`config.mk`:
```
export PLATFORM = sky130hd
export DESIGN_NAME = crc_fprint_top
export DESIGN_NICKNAME = d
export VERILOG_FILES = /design/src/verilog/crc_pkg.sv /design/src/verilog/crc_engine.sv /design/src/verilog/crc_fprint_top.sv /design/src/verilog/crc_fsm.sv /design/src/verilog/crc_result_port.sv /design/src/verilog/crc_word_counter.sv
export SDC_FILE = /design/constraint.sdc
export NUM_CORES = 1
export LEC_CHECK = 0
export BUFFER_PORTS_ARGS = -buffer_cell sky130_fd_sc_hd__buf_2
export CORE_MARGIN = 4
export CORE_UTILIZATION = 54
export DETAILED_ROUTE_END_ITERATION = 8
export PLACE_DENSITY = 0.78
export SETUP_SLACK_MARGIN = 0.2
export SKIP_LAST_GASP = 1
export SYNTH_ARGS = -nofsm -noshare
export SYNTH_HDL_FRONTEND = slang
export SYNTH_SLANG_ARGS = --single-unit
```
`constraint.sdc`:
```
create_clock -name clk -period 3.9 [get_ports clk]
set_input_delay 0.195 -clock clk [delete_from_list [all_inputs] [get_ports clk]]
set_output_delay 0.195 -clock clk [all_outputs]
set_load 0.05 [all_outputs]
```
`src/verilog/crc_pkg.sv`:
```
package crc_pkg;

	// processor bus word and crc register widths
	localparam int DATA_WIDTH = 32;
	localparam int CRC_WIDTH = 32;

	// one write from the processor bus
	typedef logic [DATA_WIDTH-1:0] data_word_t;

	// running or finished crc value
	typedef logic [CRC_WIDTH-1:0] crc_word_t;

	// word position inside a block
	localparam int COUNTER_WIDTH = 3;
	typedef logic [COUNTER_WIDTH-1:0] word_count_t;

	// a block fills the whole counter range
	localparam int BLOCK_WORDS = 2 ** COUNTER_WIDTH;

	// crc-32 generator, msb first and not reflected
	localparam crc_word_t CRC_POLY = 32'h04C11DB7;

	// every block starts from all ones
	localparam crc_word_t CRC_SEED = '1;

	// block sequencing states
	// init waits for en_fprint or sits parked after a pause
	// first_write and block_done reseed the engine on the next word
	// write and idle continue an open block
	// task_done flushes a partial block when en_fprint falls
	typedef enum logic [2:0] {
		ST_INIT,
		ST_FIRST_WRITE,
		ST_WRITE,
		ST_BLOCK_DONE,
		ST_IDLE,
		ST_TASK_DONE
	} fsm_state_t;

endpackage

```
`src/verilog/crc_engine.sv`:
```
`timescale 1ns/1ps

module crc_engine (
	input  logic                clk,
	input  logic                rst,
	input  logic                en_fcs,
	input  logic                sel,
	input  crc_pkg::data_word_t wdata,
	output crc_pkg::crc_word_t  crc_next
);

	import crc_pkg::*;

	// one data word pushed through the lfsr, msb first
	function automatic crc_word_t crc_update(input crc_word_t crc_in, input data_word_t data);
		crc_word_t crc;
		logic feedback;
		crc = crc_in;
		for (int i = DATA_WIDTH - 1; i >= 0; i--) begin
			feedback = crc[CRC_WIDTH-1] ^ data[i];
			crc = {crc[CRC_WIDTH-2:0], 1'b0};
			if (feedback) begin
				crc = crc ^ CRC_POLY;
			end
		end
		return crc;
	endfunction

	// running crc of the open block
	crc_word_t crc_q;

	// start value for this word
	crc_word_t crc_start;

	// sel low means this word opens a new block
	assign crc_start = sel ? crc_q : CRC_SEED;

	// value loaded at this edge
	// on a flush without a word this is the partial crc itself
	assign crc_next = en_fcs ? crc_update(crc_start, wdata) : crc_q;

	always_ff @(posedge clk or posedge rst) begin
		if (rst) begin
			crc_q <= CRC_SEED;
		end else if (en_fcs) begin
			crc_q <= crc_next;
		end
	end

endmodule

```
`src/verilog/crc_fprint_top.sv`:
```
`timescale 1ns/1ps

module crc_fprint_top (
	input  logic                clk,
	input  logic                rst,
	input  logic                wrte,
	input  crc_pkg::data_word_t wdata,
	input  logic                en_fprint,
	input  logic                pause,
	input  logic                unpause,
	output logic                res_req,
	output crc_pkg::crc_word_t  res_data,
	input  logic                res_ack,
	output logic                overrun
);

	import crc_pkg::*;

	// word strobe and seed select from the fsm
	logic en_fcs;
	logic sel;

	// block complete or flushed
	logic crc_ready;

	// word position feedback to the fsm
	word_count_t count;
	logic count_max;

	// engine value for this edge
	crc_word_t crc_next;

	crc_word_counter u_counter (
		.clk       (clk),
		.rst       (rst),
		.en_fcs    (en_fcs),
		.crc_ready (crc_ready),
		.count     (count),
		.count_max (count_max)
	);

	crc_fsm u_fsm (
		.clk       (clk),
		.rst       (rst),
		.wrte      (wrte),
		.en_fprint (en_fprint),
		.pause     (pause),
		.unpause   (unpause),
		.count     (count),
		.count_max (count_max),
		.en_fcs    (en_fcs),
		.sel       (sel),
		.crc_ready (crc_ready)
	);

	crc_engine u_engine (
		.clk      (clk),
		.rst      (rst),
		.en_fcs   (en_fcs),
		.sel      (sel),
		.wdata    (wdata),
		.crc_next (crc_next)
	);

	// result leaves one cycle after crc_ready when the slot is free
	crc_result_port u_result (
		.clk       (clk),
		.rst       (rst),
		.crc_ready (crc_ready),
		.crc_next  (crc_next),
		.res_ack   (res_ack),
		.res_req   (res_req),
		.res_data  (res_data),
		.overrun   (overrun)
	);

endmodule

```
`src/verilog/crc_fsm.sv`:
```
`timescale 1ns/1ps

module crc_fsm (
	input  logic                 clk,
	input  logic                 rst,
	input  logic                 wrte,
	input  logic                 en_fprint,
	input  logic                 pause,
	input  logic                 unpause,
	input  crc_pkg::word_count_t count,
	input  logic                 count_max,
	output logic                 en_fcs,
	output logic                 sel,
	output logic                 crc_ready
);

	import crc_pkg::*;

	fsm_state_t state_q;
	fsm_state_t state_d;

	// a write that may be absorbed in any active state
	logic write_ok;

	// nonzero count means a block is partly written
	logic block_open;

	// pause pulse blocks absorption for its own cycle
	assign write_ok = wrte && en_fprint && !pause;
	assign block_open = (count != '0);

	// word strobe to counter and engine
	always_comb begin
		case (state_q)
			// parked init holds a partial block and must not reseed over it
			ST_INIT: en_fcs = write_ok && !block_open;
			ST_FIRST_WRITE: en_fcs = write_ok;
			ST_BLOCK_DONE: en_fcs = write_ok;
			ST_WRITE: en_fcs = write_ok;
			ST_IDLE: en_fcs = write_ok;
			default: en_fcs = 1'b0;
		endcase
	end

	// engine continues from its register only inside an open block
	assign sel = (state_q == ST_WRITE) || (state_q == ST_IDLE);

	// last word of a block, or flush of a partial block
	assign crc_ready = (en_fcs && count_max) || ((state_q == ST_TASK_DONE) && block_open);

	// next state
	always_comb begin
		state_d = state_q;
		if (pause) begin
			// park and keep count and running crc untouched
			state_d = ST_INIT;
		end else begin
			case (state_q)
				ST_INIT: begin
					if (unpause) begin
						// resume a partial block, otherwise nothing to resume
						state_d = block_open ? ST_IDLE : ST_INIT;
					end else if (en_fcs) begin
						// first word taken straight from init
						state_d = ST_WRITE;
					end else if (en_fprint && !block_open) begin
						// arm for the first word of a new task
						state_d = ST_FIRST_WRITE;
					end
				end
				ST_FIRST_WRITE, ST_BLOCK_DONE: begin
					// count is zero here so a falling enable has nothing to report
					if (!en_fprint) begin
						state_d = ST_INIT;
					end else if (en_fcs) begin
						state_d = ST_WRITE;
					end else begin
						state_d = ST_FIRST_WRITE;
					end
				end
				ST_WRITE, ST_IDLE: begin
					if (en_fcs && count_max) begin
						// block closes on this word
						state_d = ST_BLOCK_DONE;
					end else if (en_fcs) begin
						state_d = ST_WRITE;
					end else if (!en_fprint) begin
						// enable dropped mid block
						state_d = ST_TASK_DONE;
					end else begin
						state_d = ST_IDLE;
					end
				end
				ST_TASK_DONE: begin
					state_d = ST_INIT;
				end
				default: begin
					state_d = ST_INIT;
				end
			endcase
		end
	end

	// state register
	always_ff @(posedge clk or posedge rst) begin
		if (rst) begin
			state_q <= ST_INIT;
		end else begin
			state_q <= state_d;
		end
	end

endmodule

```
`src/verilog/crc_result_port.sv`:
```
`timescale 1ns/1ps

module crc_result_port (
	input  logic               clk,
	input  logic               rst,
	input  logic               crc_ready,
	input  crc_pkg::crc_word_t crc_next,
	input  logic               res_ack,
	output logic               res_req,
	output crc_pkg::crc_word_t res_data,
	output logic               overrun
);

	import crc_pkg::*;

	// four phase handshake
	// hold has data but still waits for ack low before offering
	typedef enum logic [1:0] {
		PORT_EMPTY,
		PORT_OFFER,
		PORT_WAIT_LOW,
		PORT_HOLD
	} port_state_t;

	port_state_t state_q;
	crc_word_t data_q;

	// slot is free once the host has acknowledged
	logic can_load;

	assign can_load = (state_q == PORT_EMPTY) || (state_q == PORT_WAIT_LOW);

	always_ff @(posedge clk or posedge rst) begin
		if (rst) begin
			state_q <= PORT_EMPTY;
			overrun <= 1'b0;
		end else begin
			case (state_q)
				PORT_EMPTY, PORT_WAIT_LOW: begin
					if (crc_ready) begin
						// ack still high means the last cycle is not closed yet
						state_q <= res_ack ? PORT_HOLD : PORT_OFFER;
					end else if (!res_ack) begin
						state_q <= PORT_EMPTY;
					end
				end
				PORT_OFFER: begin
					// host took the data so drop req
					if (res_ack) begin
						state_q <= PORT_WAIT_LOW;
					end
				end
				PORT_HOLD: begin
					if (!res_ack) begin
						state_q <= PORT_OFFER;
					end
				end
				default: begin
					state_q <= PORT_EMPTY;
				end
			endcase
			// unacknowledged result stays, the new one is lost
			if (crc_ready && !can_load) begin
				overrun <= 1'b1;
			end
		end
	end

	// result slot, only written while free so data is stable under req
	always_ff @(posedge clk) begin
		if (crc_ready && can_load) begin
			data_q <= crc_next;
		end
	end

	assign res_req = (state_q == PORT_OFFER);
	assign res_data = data_q;

endmodule

```
`src/verilog/crc_word_counter.sv`:
```
`timescale 1ns/1ps

module crc_word_counter (
	input  logic                 clk,
	input  logic                 rst,
	input  logic                 en_fcs,
	input  logic                 crc_ready,
	output crc_pkg::word_count_t count,
	output logic                 count_max
);

	import crc_pkg::*;

	word_count_t count_q;

	// words absorbed so far in the current block
	always_ff @(posedge clk or posedge rst) begin
		if (rst) begin
			count_q <= '0;
		end else if (crc_ready) begin
			// block finished or flushed
			count_q <= '0;
		end else if (en_fcs) begin
			count_q <= count_q + word_count_t'(1);
		end
	end

	assign count = count_q;

	// next absorbed word is the last one of the block
	assign count_max = (count_q == word_count_t'(BLOCK_WORDS - 1));

endmodule
```
After elaboration in Yosys (flattened, before gate mapping)
Index checks and enable logic that the tools add are counted.
W data, S select, Z words.

cells by class
  bitwise gates (word level) = 64
  $add $sub $neg = 1
  reductions and logical operators = 23
  multiplexer cells = 54
  equal/unequal tests = 13

operator list
  cell                   number
  $mux W27               32
  $not A14 Y14           32
  $mux W32               2
  $xor A1 B1 Y1          32
  $mux W3                10
  $mux W2                6
  $eq A3 B3 Y1 const B   3
  $pmux W3 S3            1
  $logic_and A1 B1 Y1    8
  $eq A3 B2 Y1 const B   2
  $pmux W2 S3            1
  $reduce_or A2 Y1       3
  $ne A5 B3 Y1 const B   1
  $eq A2 B2 Y1 const B   2
  $reduce_or A4 Y1       1
  $add A3 B1 Y3 const B  1
  $eq A3 B1 Y1 const B   1
  $logic_not A1 Y1       3
  $logic_not A3 Y1       1
  $logic_or A1 B1 Y1     3
  $ne A3 B2 Y1 const B   1
  $reduce_and A3 Y1      1
  $reduce_bool A3 Y1     1
  $eq A2 B1 Y1 const B   1
  6 further kinds        6

word-level totals
  output and inout port bits = 34
  register bits = 73
  input port bits = 39
  logic and storage cells = 161

Logic depth before layout (Yosys ltp)
Gate-level depths: netlist (run 1).

  word-level depth = 68
  mapped depth = 13

Modules after synthesis
Synthesis (run 1) repeated with hierarchy kept, for this count alone.

unflattened totals
  cell total of the unflattened synthesis = 557
  area, all modules = 6,925.4 µm²

modules (own cells, without submodules)
  module            sequential area each (µm²)  times used  area each (µm²)  cells each
  crc_engine        840.8                       1           5,425.2          470
  crc_result_port   1,036.0                     1           1,088.5          42
  crc_fsm           75.1                        1           267.8            33
  crc_word_counter  75.1                        1           143.9            12

Worst setup path before layout (run 1)
Ideal clock, no wire load.

  path kind = flip-flop to flip-flop
  start = register u_fsm.state_q[2]
  end = register u_result.data_q[10], in the netlist u_result.res_data[10], data pin
  arrival time = 4,107 ps
  clock period less this slack = 4,259 ps
  cell stages (with the launch flop) = 12
  setup slack = -359 ps
  path buffers = 0
  required time = 3,748 ps
  cell sequence = dfrtp_1 > xnor2_2 > or3_1 > xor2_4 > xnor3_1 > xnor3_1 > xor3_2 > xor2_1 > xnor2_2 > xor2_2 > xnor3_1 > o21ai_0

on the way
  cells in the longest elaborated chain, start to end = 45

RTL lines
  item                                                                   RTL line                      RTL
  from (decl)                                                            crc_fsm.sv:19                 fsm_state_t state_q;
  from (signal assigned)                                                 crc_fsm.sv:109                state_q <= state_d;
  $eq A3 B2 Y1 / $eq A3 B3 Y1 (equally long branches)                    crc_fsm.sv:34, crc_fsm.sv:46
  $logic_or A1 B1 Y1                                                     crc_fsm.sv:46                 assign sel = (state_q == ST_WRITE) || (state_q == ST_IDLE);
  $mux W32                                                               crc_engine.sv:36              assign crc_start = sel ? crc_q : CRC_SEED;
  $xor A1 B1 Y1 / $not A14 Y14 (equally long branches)                   -
  $mux W27                                                               crc_engine.sv:22              if (feedback) begin
  $not A14 Y14 (no source line)                                          -
  $mux W27                                                               crc_engine.sv:22
  $mux W27 / $not A14 Y14 (equally long branches) (2 in a row)           -
  [29 not listed]                                                        -
  $mux W27                                                               crc_engine.sv:22
  $not A14 Y14 (no source line) / $mux W27 (equally long branches)       -
  $mux W27 / $not A14 Y14 (equally long branches)                        -
  $mux W27                                                               crc_engine.sv:22
  $not A14 Y14 (no source line) / $xor A1 B1 Y1 (equally long branches)  -
  $mux W27                                                               crc_engine.sv:22
  $mux W32 *                                                             crc_engine.sv:40              assign crc_next = en_fcs ? crc_update(crc_start, wdata) : crc_q;
  net crc_next[10]                                                       crc_fprint_top.sv:31          crc_word_t crc_next;
  to (signal assigned)                                                   crc_result_port.sv:72         data_q <= crc_next;
  to (decl)                                                              crc_result_port.sv:26         crc_word_t data_q;

Mark *: on every way through the listed nets, which the timed path passes. The rest lies on a longest branch.
A chain may end at the register's enable or synchronous reset.

Final worst setup path (run 1)
  start = register u_fsm.state_q[0]
  end = register u_result.data_q[9], in the netlist u_result.res_data[9], data pin

on the way
  cells in the longest elaborated chain, start to end = 45

RTL lines
  item                                                  RTL line
  $eq A3 B2 Y1 / $eq A3 B3 Y1 (equally long branches)   crc_fsm.sv:34, crc_fsm.sv:46
  $logic_or A1 B1 Y1                                    crc_fsm.sv:46
  $mux W32                                              crc_engine.sv:36
  $xor A1 B1 Y1 / $not A14 Y14 (equally long branches)  -
  $mux W27                                              crc_engine.sv:22
  $not A14 Y14 (no source line)                         -
  $mux W27                                              crc_engine.sv:22
  $not A14 Y14 (no source line)                         -
  [28 not listed]                                       -
  $not A14 Y14 (no source line)                         -
  $mux W27 (2 in a row)                                 crc_engine.sv:22
  $not A14 Y14 (no source line)                         -
  $mux W27                                              crc_engine.sv:22
  $not A14 Y14 (no source line)                         -
  $mux W27 (2 in a row)                                 crc_engine.sv:22
  $mux W32 *                                            crc_engine.sv:40
  net crc_next[9]                                       crc_fprint_top.sv:31

Marks and branches as above.

==> results of run 1 <==
cells by family (layout without fill, tap and decap cells):
kind of cell,Yosys count,after routing
mux,4,4
xor+xnor,262,262
buf+inv,21,296
simple gates,89,89
compound gates,74,74
flops,73,73
fa+ha+maj,3,3
sequential cells by signal, indices dropped and copies added, names as in the netlist:
| register | count |
|---|---|
| u_engine.crc_q | 32 |
| u_result.res_data | 32 |
| u_result.overrun | 1 |
| u_result.state_q | 2 |
| u_counter.count | 3 |
| u_fsm.state_q | 3 |
critical path: cells and delay by family (launching register included):
family,cells,cell delay (ns)
XOR/XNOR,7,2.09
buffers and inverters,6,1.00
AND/OR/NAND/NOR,2,0.49
flip-flops,1,0.47
AO/OA/AOI/OAI,1,0.17
cells in the mapped netlist (all sizes together) (2+ instances only):
library cell and instances:
or2 2, xor3 4, nor2 18, xnor3 38, a21o 2, o21ai 58
or3 18, o31ai 2, buf 3, ha 3, clkbuf 14, dfrtp 9
nand2 32, a21oi 6, edfxtp 32, nor3 10, xor2 59, inv 4
mux2 4, nor3b 2, dfstp 32, nor2b 4, xnor2 161
what timing repair did:
item                       CTS  global route
pin swaps                   32            22
setup endpoints to repair   64            64
resized for setup           84            57
buffers inserted            40            19
per-stage QoR:
| step | setup TNS [ns] | util (%) |
|---|---|---|
| 3_5_place_dp | -13.71 | 71.7 |
| 5_1_grt | -23.79 | 86.1 |
| 4_1_cts | -6.21 | 81.9 |
| 2_1_floorplan | -2.08 | - |
| 3_3_place_gp | -12.09 | 71.7 |
| 6_report | -18.73 | 86.1 |
layer usage:
layer	GRT usage [%]	vias up
li1	-	2304
met5	0	-
met3	7.40	160
met2	58.6	444
met4	16.3	0
met1	43.6	2716
final cells by class:
| class | count | area share (%) |
|---|---|---|
| timing repair buffer | 276 | 21.5 |
| clock buffer | 12 | 2.49 |
| clock inverter | 4 | 0.543 |
| inverter | 4 | 0.151 |
| multi-input combinational | 432 | 53.1 |
| tap | 143 | 1.80 |
| sequential | 73 | 20.5 |
worst paths after layout:
path	endpoint	slack, ns	cells after the start
max in group asynchronous	u_fsm.state_q[0]$_DFFE_PP0P_	3.51	3
min	u_result.overrun$_DFFE_PP0P_	-0.02	3
min in group clk	u_result.state_q[0]$_DFFE_PP0P_	0.03	2
max	u_result.res_data[9]$_DFFE_PP_	-0.49	16
max reg2reg	u_result.res_data[9]$_DFFE_PP_	-0.49	16
min reg2reg	u_result.overrun$_DFFE_PP0P_	0.48	1
==> summary.md, run 1 <==
| Metric | Value |
|---|---|
| Status | finished with violations |
| Failing checks | hold timing, setup timing |
| Total number of clock tree sinks | 73 |
| CP Data Required Time | 4.09 ns |
| Initial DRT Pass Iterations | 5 |
| Per-cell via count in the routed design | 5.96 |
| Pin slew with the least headroom to its limit | 0.615 ns |
| Remaining max-slew budget at the tightest pin | 58.4% |
| Post-Synthesis Net Count | 568 |
| Count of distinct cell types in the synthesized netlist | 41 |
| Portion of netlist area occupied by mux cells | 0.705% |
| Class of the most critical hold timing path | input port to async pin |
| Final worst path period share | 113% |
| Die Outline Area | 13600 um2 |
| Core area | 11500 um2 |
| CP Cell Sequence | buf_12 -> buf_4 -> or2_2 -> buf_4 -> buf_4 -> nor2_2 -> xnor2_1 -> xnor3_2 -> xnor2_4 -> xnor3_2 -> xor2_4 -> buf_4 -> xnor2_4 -> buf_12 -> xnor3_1 -> o21ai_1 |
| Antenna violations before repair | 0 |
| Average wire per standard cell | 27.3 um |
| Area fraction in and, or, nand and nor cells after synthesis | 6.95% |
| Fraction of layout cells with a size suffix above 1 | 58.6% |
| Detailed Place HPWL | 14300 um |
| Most common library cell in the layout ignoring fill and taps | buf_4 |
| Post-detailed-route DRC marker count | 0 |
| Final hold violation count | 9 |
| Post-synthesis to final-layout area growth | 55.1% |
| Met2 wire length | 12400 um |
| Highest Clock Rate | 228 MHz |
| CTS tree | built |
| IO Port Bufs | 72 |
| Multi-input combinational cell area | 5260 um2 |
| Met3 wirelength from detailed routing | 2580 um |
| Minimum setup slack in the final design | -0.490 ns |
| Die height | 117 um |
| Type of element capturing the critical path | flop |
| Total Wirelength | 25800 um |
| Worst Skew | 0.0109 ns |
| Congestion Overflow GR | 0 |
| Synth Area in XOR/XNOR | 52.4% |
| Crit path max fanout | 11 |
| Net count of the finished layout | 838 |
| Arithmetic-cell share of the synthesized area counting full adders, half adders and majority gates | 0.587% |
| Most area-hungry cell type in the Yosys netlist | xnor2_1 |
| Setup violators final | 61 |
| Root Buffer | clkbuf_16 |
| Delay contributed by the slowest stage of the critical path | 0.52 ns |
| Area taken by flip-flops and latches | 2030 um2 |
| Seq/Total Area, Yosys | 31.7% |
| Last weighted congestion value of the routability-driven placer | 0.969 |
| Setup repair after global routing missed its margin | yes |
| DP Area | 8250 um2 |
| Source of the critical timing path | u_fsm.state_q[0]$_DFFE_PP0P_ |
| Compound-cell area share of the yosys netlist | 6.23% |
| Die Width | 117 um |
| Min cycle time layout | 4.39 ns |
| Maximum number of pins on one net before global-route repair | 42 |
| Portion of synthesized cell area occupied by the leading cell type | 19.7% |
| Aggregate global-route resource usage | 35.0% |
| Fraction of registers with async set or reset after synthesis | 56.2% |
| Number of placed instances, taps included | 869 |
| Mean instance size in the synthesized netlist | 12.2 um2 |
| Clock slew at the register clock pins of the worst setup and hold paths | 0.06 ns |
| Number of buffers inserted for hold repair after clock tree synthesis | 0 |
| Slew Limit Fails | 0 |
| Highest metal layer with signal wires | met4 |
| H-tree depth | 3 |
| Post-route cell area | 9920 um2 |
| Synth top area cells | xnor2_1 20%, edfxtp_1 15%, dfstp_2 13% |
| Arrival time of data at the critical path endpoint | 4.58 ns |
| Max-cap check violation count | 0 |
| Number of standard-cell rows in the floorplan | 39 |
| Number of vias after detailed routing | 5624 |
| I/O pin count | 73 |
| Starting Density | 55.5% |
| Cell with the largest stage delay on the worst path | xnor3_2 |
| Tightest hold margin | -0.0161 ns |
| Post-Route M1 WL | 8800 um |
| First-pass GRT wire length | 34200 um |
| Synthesis warning total | 0 |
| CTS max path bufs | 2 |
| Critical path class | flop to flop |
| Worst slack at placement | -0.501 ns |
| Startpoint of the worst register-to-register path | u_fsm.state_q[0]$_DFFE_PP0P_ |
| Largest family of logic cells by synthesized area | XOR/XNOR gates |
| Commonest register cell after synthesis | edfxtp_1 |
| Number of diodes | 0 |
| Number of enable flip-flop cells after synthesis | 32 |
| Total of fill cells in the finished design | 502 |
| Later-pin clock latency in the skew report | 0.35 ns |
| Cts bufs inserted | 9 |
| Critical path startpoint category | flop |
| Register bit count reported by yosys | 73 |
| Highest-count cells in the layout ignoring fill and taps | 173 x buf_4, 95 x xnor2_1, 72 x buf_2, 34 x xnor2_2, 33 x o21ai_1 |
| Synthesized instance count | 526 |
| Count of placed standard cells in the final layout, fillers left out | 944 |
| Initial detailed-routing violation count | 595 |
| Netlist Area Pre-Place | 6390 um2 |
| Post-detailed-route count of antenna-violating nets | 0 |
| Via count of the first global-routing pass | 5612 |
| Worst path most repeated cell | buf_4 |
Power of run 1 is not shown: default switching activity piles up to over one toggle a cycle in this logic, so the estimate is an artifact.
==> run 2: changes to the inputs <==
PLACE_DENSITY = 0.83   (was 0.78)
==> run 2 against run 1 <==
  * The flow still finishes with violations (hold timing, setup timing)
  * Non-clock buffer count shrank 4
  * Sequential share of layout area grew 0.33 points
  * Cell area shrank 1.6%
  * Setup slack got worse by 0.0015 ns
  * Clock-buffer cell count down 3
  * Cell count is 0.42% lower
  * First-iteration DRC count shrank 29%
  * Via count decreased by 3.2%
  * Critical path depth stayed put
==> summary.md, run 2 (synthesis results as in run 1) <==
| Metric | Value |
|---|---|
| Number of vias after detailed routing | 5442 (-3.2%) |
| Delay contributed by the slowest stage of the critical path | 0.55 ns (+0.03 ns) |
| Die Outline Area | 13600 um2 (unchanged) |
| CP Cell Sequence | xnor2_2 -> buf_12 -> or3_4 -> xor2_4 -> buf_6 -> buf_4 -> xnor2_2 -> xnor3_2 -> xnor2_2 -> xnor3_2 -> xnor2_4 -> buf_6 -> xnor2_2 -> buf_6 -> xnor2_4 -> o21ai_0 |
| Initial DRT Pass Iterations | 5 (unchanged) |
| Aggregate global-route resource usage | 31.2% (-3.7 points) |
| Post-detailed-route count of antenna-violating nets | 0 (unchanged) |
| Minimum setup slack in the final design | -0.492 ns (-0.00147 ns) |
| Worst Skew | 0.0182 ns (+0.00731 ns) |
| Root Buffer | clkbuf_16 |
| Initial detailed-routing violation count | 420 (-29%) |
| Post-detailed-route DRC marker count | 0 (unchanged) |
| Total Wirelength | 23800 um (-7.8%) |
| Cts bufs inserted | 9 (unchanged) |
| Post-synthesis to final-layout area growth | 52.6% |
| Critical path startpoint category | flop |
| Setup repair after global routing missed its margin | yes |
| Starting Density | 55.5% (unchanged) |
| Setup violators final | 58 (-4.9%) |
| Final worst path period share | 113% (about the same) |
| Detailed Place HPWL | 14400 um (+0.89%) |
| GR met1 Demand/Resource | 40.0% (-3.5 points) |
| I/O pin count | 73 (unchanged) |
| Slew Limit Fails | 0 (unchanged) |
| Count of cells along the worst register-to-register path | 16 (unchanged) |
| Clock slew at the register clock pins of the worst setup and hold paths | 0.07 ns (about the same) |
| Min cycle time layout | 4.39 ns (+0.00147 ns) |
| Met2 Usage GRT | 52.0% (-6.6 points) |
| First-pass GRT wire length | 30600 um (-11%) |
| Highest Clock Rate | 228 MHz (about the same) |
| Type of element capturing the critical path | flop |
| Maximum number of pins on one net before global-route repair | 42 (unchanged) |
| Pin slew with the least headroom to its limit | 0.702 ns (+0.0866 ns) |
| CTS tree | built |
| Max-cap check violation count | 0 (unchanged) |
| Number of diodes | 0 (unchanged) |
| Die height | 117 um (unchanged) |
| Class of the most critical hold timing path | input port to async pin |
| Most common library cell in the layout ignoring fill and taps | buf_4 |
| Average wire per standard cell | 25.3 um (-7.4%) |
| Cell with the largest stage delay on the worst path | xnor3_2 |
| Fraction of layout cells with a size suffix above 1 | 58.1% (-0.46 points) |
| Final hold violation count | 3 (-6) |
| Arrival time of data at the critical path endpoint | 4.48 ns (-0.10 ns) |
| Later-pin clock latency in the skew report | 0.36 ns (about the same) |
| Remaining max-slew budget at the tightest pin | 52.6% (-5.9 points) |
| Antenna violations before repair | 0 (unchanged) |
| Worst path most repeated cell | xnor2_2 |
| CTS max path bufs | 2 (unchanged) |
| Total of fill cells in the finished design | 532 (+6.0%) |
| Critical path class | flop to flop |
| Final core utilization | 84.7% (-1.4 points) |
| Failing checks | hold timing, setup timing |
| Via count of the first global-routing pass | 5298 (-5.6%) |
| Number of standard-cell rows in the floorplan | 39 (unchanged) |
| Tightest hold margin | -0.0143 ns (+0.00174 ns) |
| IO Port Bufs | 72 (unchanged) |
| Per-cell via count in the routed design | 5.79 (-2.8%) |
| Last weighted congestion value of the routability-driven placer | 0.987 (+1.9%) |
| Most used routing layer | met2 |
| Crit path max fanout | 21 (+10) |
| M3 GR Usage | 6.53% (-0.87 points) |
| Net count of the finished layout | 834 (-0.48%) |
| CP Data Required Time | 3.99 ns (-0.10 ns) |
| Total number of clock tree sinks | 73 (unchanged) |
| Highest-count cells in the layout ignoring fill and taps | 166 x buf_4, 98 x xnor2_1, 72 x buf_2, 38 x xnor2_2 |
| H-tree depth | 3 (unchanged) |
| Core area | 11500 um2 (unchanged) |
| Congestion Overflow GR | 0 (unchanged) |
| Die Width | 117 um (unchanged) |
| Status | finished with violations |
-- run 2: cell type report --
| type | instances | area (um2) | share of cell area, % |
|---|---|---|---|
| clock buffers | 9 | 225 | 2.31 |
| clock inverters | 7 | 93.8 | 0.962 |
| inverters | 4 | 15.0 | 0.154 |
| multi-input cells | 432 | 5110 | 52.4 |
| flip-flops and latches | 73 | 2030 | 20.8 |
| well taps | 143 | 179 | 1.83 |
| repair buffers | 272 | 2100 | 21.6 |
-- run 2: worst paths after layout --
check | from | end | slack (ns)
max | u_fsm.state_q[2]$_DFFE_PP0P_ | u_result.res_data[26]$_DFFE_PP_ | -0.49
min | rst | u_fsm.state_q[0]$_DFFE_PP0P_ | -0.01
max reg2reg | u_fsm.state_q[2]$_DFFE_PP0P_ | u_result.res_data[26]$_DFFE_PP_ | -0.49
min reg2reg | u_result.overrun$_DFFE_PP0P_ | u_result.overrun$_DFFE_PP0P_ | 0.48
max in group asynchronous | rst | u_engine.crc_q[17]$_DFFE_PP1P_ | 3.51
min in group clk | res_ack | u_result.state_q[0]$_DFFE_PP0P_ | 0.04
-- run 2: repair_timing --
| item | in CTS | in global routing |
|---|---|---|
| setup buffers | 31 | 37 |
| pin swaps | 24 | 30 |
| setup endpoints to repair | 62 | 64 |
| hold buffers | 0 | 0 |
| resized for setup | 55 | 75 |
-- run 2: worst max-delay path, delay by kind of cell (launching register included) --
kind            cells  cell delay, ns
buf+inv             5            0.83
compound gates      1            0.12
flops               1            0.42
simple gates        1            0.37
xor+xnor            9            2.38
-- run 2: through the flow --
step / instances / setup slack [ns] / setup TNS (ns) / instance area [um2] / hold slack (ns)
after global routing: 940 / -0.558 / -23.20 / 9750 / 0.0200
after global placement: 856 / -0.389 / -8.46 / 8130 / 0.334
after CTS: 903 / -0.312 / -9.04 / 9030 / 0.0116
final: 940 / -0.492 / -17.89 / 9750 / -0.0143
after floorplan: 526 / -0.146 / -2.08 / 6590 / 0.280
after detailed placement: 856 / -0.454 / -11.19 / 8130 / 0.379
-- run 2: layer usage --
layer  vias to the layer above  routed length, um
li1                       2292                  -
met5                         -                  0
met1                      2735               8980
met4                         0               1250
met3                        93               1800
met2                       322              11800
Power of run 2 is left out for the same reason.
==> run 3: changes to the inputs <==
ABC_AREA = 1   (was not set)
CORE_UTILIZATION = 56   (was 54)
PLACE_DENSITY = 0.84   (was 0.83)
==> run 3 against run 2 <==
  * The run ends with setup timing left
  * Global-route usage grew 0.62 points
  * Setup slack improved by 0.45 ns
  * Cell area is 17% higher
  * Via count up 79%
  * Die area is 22% higher
  * Clock-buffer cell count unchanged
  * Largest cell class unchanged
  * Highest routed layer unchanged
==> summary.md, run 3 <==
| Metric | Value |
|---|---|
| Aggregate global-route resource usage | 31.9% (+0.62 points) |
| Most area-hungry cell type in the Yosys netlist | nand2_1 |
| Per-cell via count in the routed design | 6.06 (+4.7%) |
| Later-pin clock latency in the skew report | 0.35 ns (about the same) |
| Initial DRT Pass Iterations | 8 (+3) |
| Fraction of layout cells with a size suffix above 1 | 48.0% (-10 points) |
| Last weighted congestion value of the routability-driven placer | 1.01 (+2.1%) |
| Type of element capturing the critical path | flop |
| CP Data Required Time | 4.00 ns (about the same) |
| Fraction of registers with async set or reset after synthesis | 56.2% (unchanged) |
| Detailed Place HPWL | 20200 um (+40%) |
| I/O pin count | 73 (unchanged) |
| Slew Limit Fails | 0 (unchanged) |
| Synth top area cells | nand2_1 22%, edfxtp_1 12%, dfstp_2 10% |
| Synthesized instance count | 1241 (+140%) |
| Arrival time of data at the critical path endpoint | 4.04 ns (-0.44 ns) |
| Seq/Total Area, Yosys | 24.7% (-7.0 points) |
| Portion of synthesized cell area occupied by the leading cell type | 22.0% (+2.3 points) |
| Most common cell in the synthesized netlist | nand2_1 |
| Most common library cell in the layout ignoring fill and taps | nand2_1 |
| Die Outline Area | 16600 um2 (+22%) |
| Critical path startpoint category | flop |
| Total buffers and inverters traversed by the critical path | 7 (+2) |
| Synthesis warning total | 0 (unchanged) |
| Critical path class | flop to flop |
| Final worst path period share | 101% (-12 points) |
| Status | finished with violations |
| Netlist Area Pre-Place | 8200 um2 (+28%) |
| Starting Density | 58.2% (+2.7 points) |
| Remaining max-slew budget at the tightest pin | 46.3% (-6.2 points) |
| Post-detailed-route count of antenna-violating nets | 0 (unchanged) |
| Count of cells along the worst register-to-register path | 31 (+15) |
| End point of the most critical hold path | u_result.state_q[1]$_DFFE_PP0P_ |
| Largest delay share family, worst path | simple AND/OR/NAND/NOR gates |
| CTS max path bufs | 2 (unchanged) |
| Pin slew with the least headroom to its limit | 0.800 ns (+0.0982 ns) |
| Number of standard-cell rows in the floorplan | 43 (+10%) |
| Congestion Overflow GR | 0 (unchanged) |
| Min cycle time layout | 3.94 ns (-0.450 ns) |
| Average wire per standard cell | 20.1 um (-21%) |
| Initial detailed-routing violation count | 1115 (+170%) |
| Max-cap check violation count | 0 (unchanged) |
| Post-synthesis to final-layout area growth | 39.6% |
| Setup slack of the most critical reg-to-reg path | -0.04 ns (+0.45 ns) |
| Via count of the first global-routing pass | 8252 (+56%) |
| Setup violators final | 4 (-93%) |
| Post-detailed-route DRC marker count | 0 (unchanged) |
| Synth cell count leaders | 481 x nand2_1, 146 x nand3_1, 110 x inv_1 |
| Count of distinct cell types in the synthesized netlist | 46 (+12%) |
| Number of diodes | 0 (unchanged) |
| CTS tree | built |
| Net count of the finished layout | 1462 (+75%) |
| Highest Clock Rate | 254 MHz (+11%) |
| Delay contributed by the slowest stage of the critical path | 0.45 ns (-0.10 ns) |
| Post-route cell area | 11500 um2 (+17%) |
| Tightest hold margin | 0.0860 ns (+0.100 ns) |
| Class of the most critical hold timing path | input port to flop |
| Total number of clock tree sinks | 73 (unchanged) |
| Minimum setup slack in the final design | -0.0414 ns (+0.450 ns) |
| Post-Synthesis Net Count | 1283 (+130%) |
| Die Width | 129 um (+10%) |
| H-tree depth | 3 (unchanged) |
| Worst hold path cell count | 3 |
| Number of placed instances, taps included | 1516 (+77%) |
| Clock slew at the register clock pins of the worst setup and hold paths | 0.06 ns (about the same) |
| Root Buffer | clkbuf_16 |
| Crit path max fanout | 8 (-62%) |
| Commonest register cell after synthesis | edfxtp_1 |
| Worst Skew | 0.00876 ns (-0.00939 ns) |
| Cts bufs inserted | 9 (unchanged) |
| Beginning of the worst hold path | res_ack |
| DP Area | 9020 um2 (+11%) |
| Mean instance size in the synthesized netlist | 6.61 um2 (-46%) |
| Number of vias after detailed routing | 9733 (+79%) |
| Number of enable flip-flop cells after synthesis | 32 (unchanged) |
| Die height | 129 um (+10%) |
| Worst R2R End | u_result.res_data[8]$_DFFE_PP_ |
| Startpoint of the worst register-to-register path | u_fsm.state_q[2]$_DFFE_PP0P_ |
| Count of placed standard cells in the final layout, fillers left out | 1605 (+71%) |
| Cell with the largest stage delay on the worst path | dfrtp_1 |
| Final hold violation count | 0 (-3) |
| Core area | 14100 um2 (+22%) |
| Maximum number of pins on one net before global-route repair | 42 (unchanged) |
| Antenna violations before repair | 0 (unchanged) |
| Highest-count cells in the layout ignoring fill and taps | 340 x nand2_1, 177 x nand2_2, 101 x inv_1, 94 x buf_4, 92 x nand2_4 |
| Setup repair after global routing missed its margin | yes |
| Failing checks | setup timing |
| Total of fill cells in the finished design | 815 (+53%) |
| First-pass GRT wire length | 41600 um (+36%) |
| Final core utilization | 81.3% (-3.4 points) |
| Register bit count reported by yosys | 73 (unchanged) |
| Total Wirelength | 32200 um (+36%) |
| IO Port Bufs | 72 (unchanged) |
==> run 3: changes by cell type after synthesis, sizes merged, moves of 12 or more <==
cell	before	now
xnor2	161	22
nand2	32	617
inv	4	149
xnor3	38	0
o21ai	58	29
nor2	18	30
nand3	1	175
or3	18	0
xor2	59	78
nand4	0	20
==> run 3: stage by stage <==
step / worst slack [ns] / TNS [ns]
after detailed placement: -0.0759 / -0.299
after global placement: -0.00609 / -0.00724
final: -0.0414 / -0.0757
after CTS: 0.203 / 0
after floorplan: 0.529 / 0
after global routing: -0.161 / -1.73
==> run 3: cells by family (layout without fill, tap and decap cells) <==
logic type	after synthesis	after routing	synth area share, %
and+or+nand+nor	862	865	52.9
buffers and inverters	164	345	8.42
xor gates and xnor gates	100	100	11.0
DFF	73	73	24.7
AOI/OAI and AO/OA	39	39	2.58
adders and majority gates	3	3	0.458
==> run 3: metal layers <==
metal,vias to the layer above,routed length [um],track usage [%]
met5,-,0,0
met4,0,2630,16.1
met3,227,3350,5.36
met2,766,15000,53.4
met1,4475,11300,39.5
li1,4265,-,-
==> run 3: area by class of cell <==
cell class	count	area (um2)	area share, %
Multi-Input combinational cell	1007	6960	60.7
Sequential cell	73	2030	17.7
Timing Repair Buffer	179	1270	11.1
Inverter	150	648	5.66
Clock buffer	9	225	1.97
Tap cell	180	225	1.97
Clock inverter	7	100	0.874
==> run 3: worst max-delay path by stage <==
| stage | to | start | cells past startpoint | slack, ns |
|---|---|---|---|---|
| 2_1_floorplan | u_result.res_data[0]$_DFFE_PP_ | u_fsm.state_q[0]$_DFFE_PP0P_ | 8 | 0.53 |
| 3_3_place_gp | u_result.res_data[11]$_DFFE_PP_ | u_fsm.state_q[2]$_DFFE_PP0P_ | 30 | -0.006 |
| 3_5_place_dp | u_result.res_data[11]$_DFFE_PP_ | u_fsm.state_q[2]$_DFFE_PP0P_ | 30 | -0.08 |
| 4_1_cts | u_result.res_data[23]$_DFFE_PP_ | u_fsm.state_q[1]$_DFFE_PP0P_ | 28 | 0.20 |
| 5_1_grt | u_result.res_data[11]$_DFFE_PP_ | u_fsm.state_q[2]$_DFFE_PP0P_ | 33 | -0.16 |
| 6_report | u_result.res_data[8]$_DFFE_PP_ | u_fsm.state_q[2]$_DFFE_PP0P_ | 31 | -0.04 |
==> run 3: what timing repair did <==
action                                  in CTS  in global routing
gates cloned                                 1                  2
hold buffers                                 1                  0
hold endpoints to repair                     9                  0
endpoints found under the setup margin      53                 62
setup buffers                               11                 58
gates resized for setup                     30                343
pin swaps                                   10                119
==> run 3: worst min-delay path, cell delays in order <==
cell and delay, ns:
buf_2 0.09, o31ai_1 0.06, inv_1 0.05
Power of run 3 is left out for the same reason.
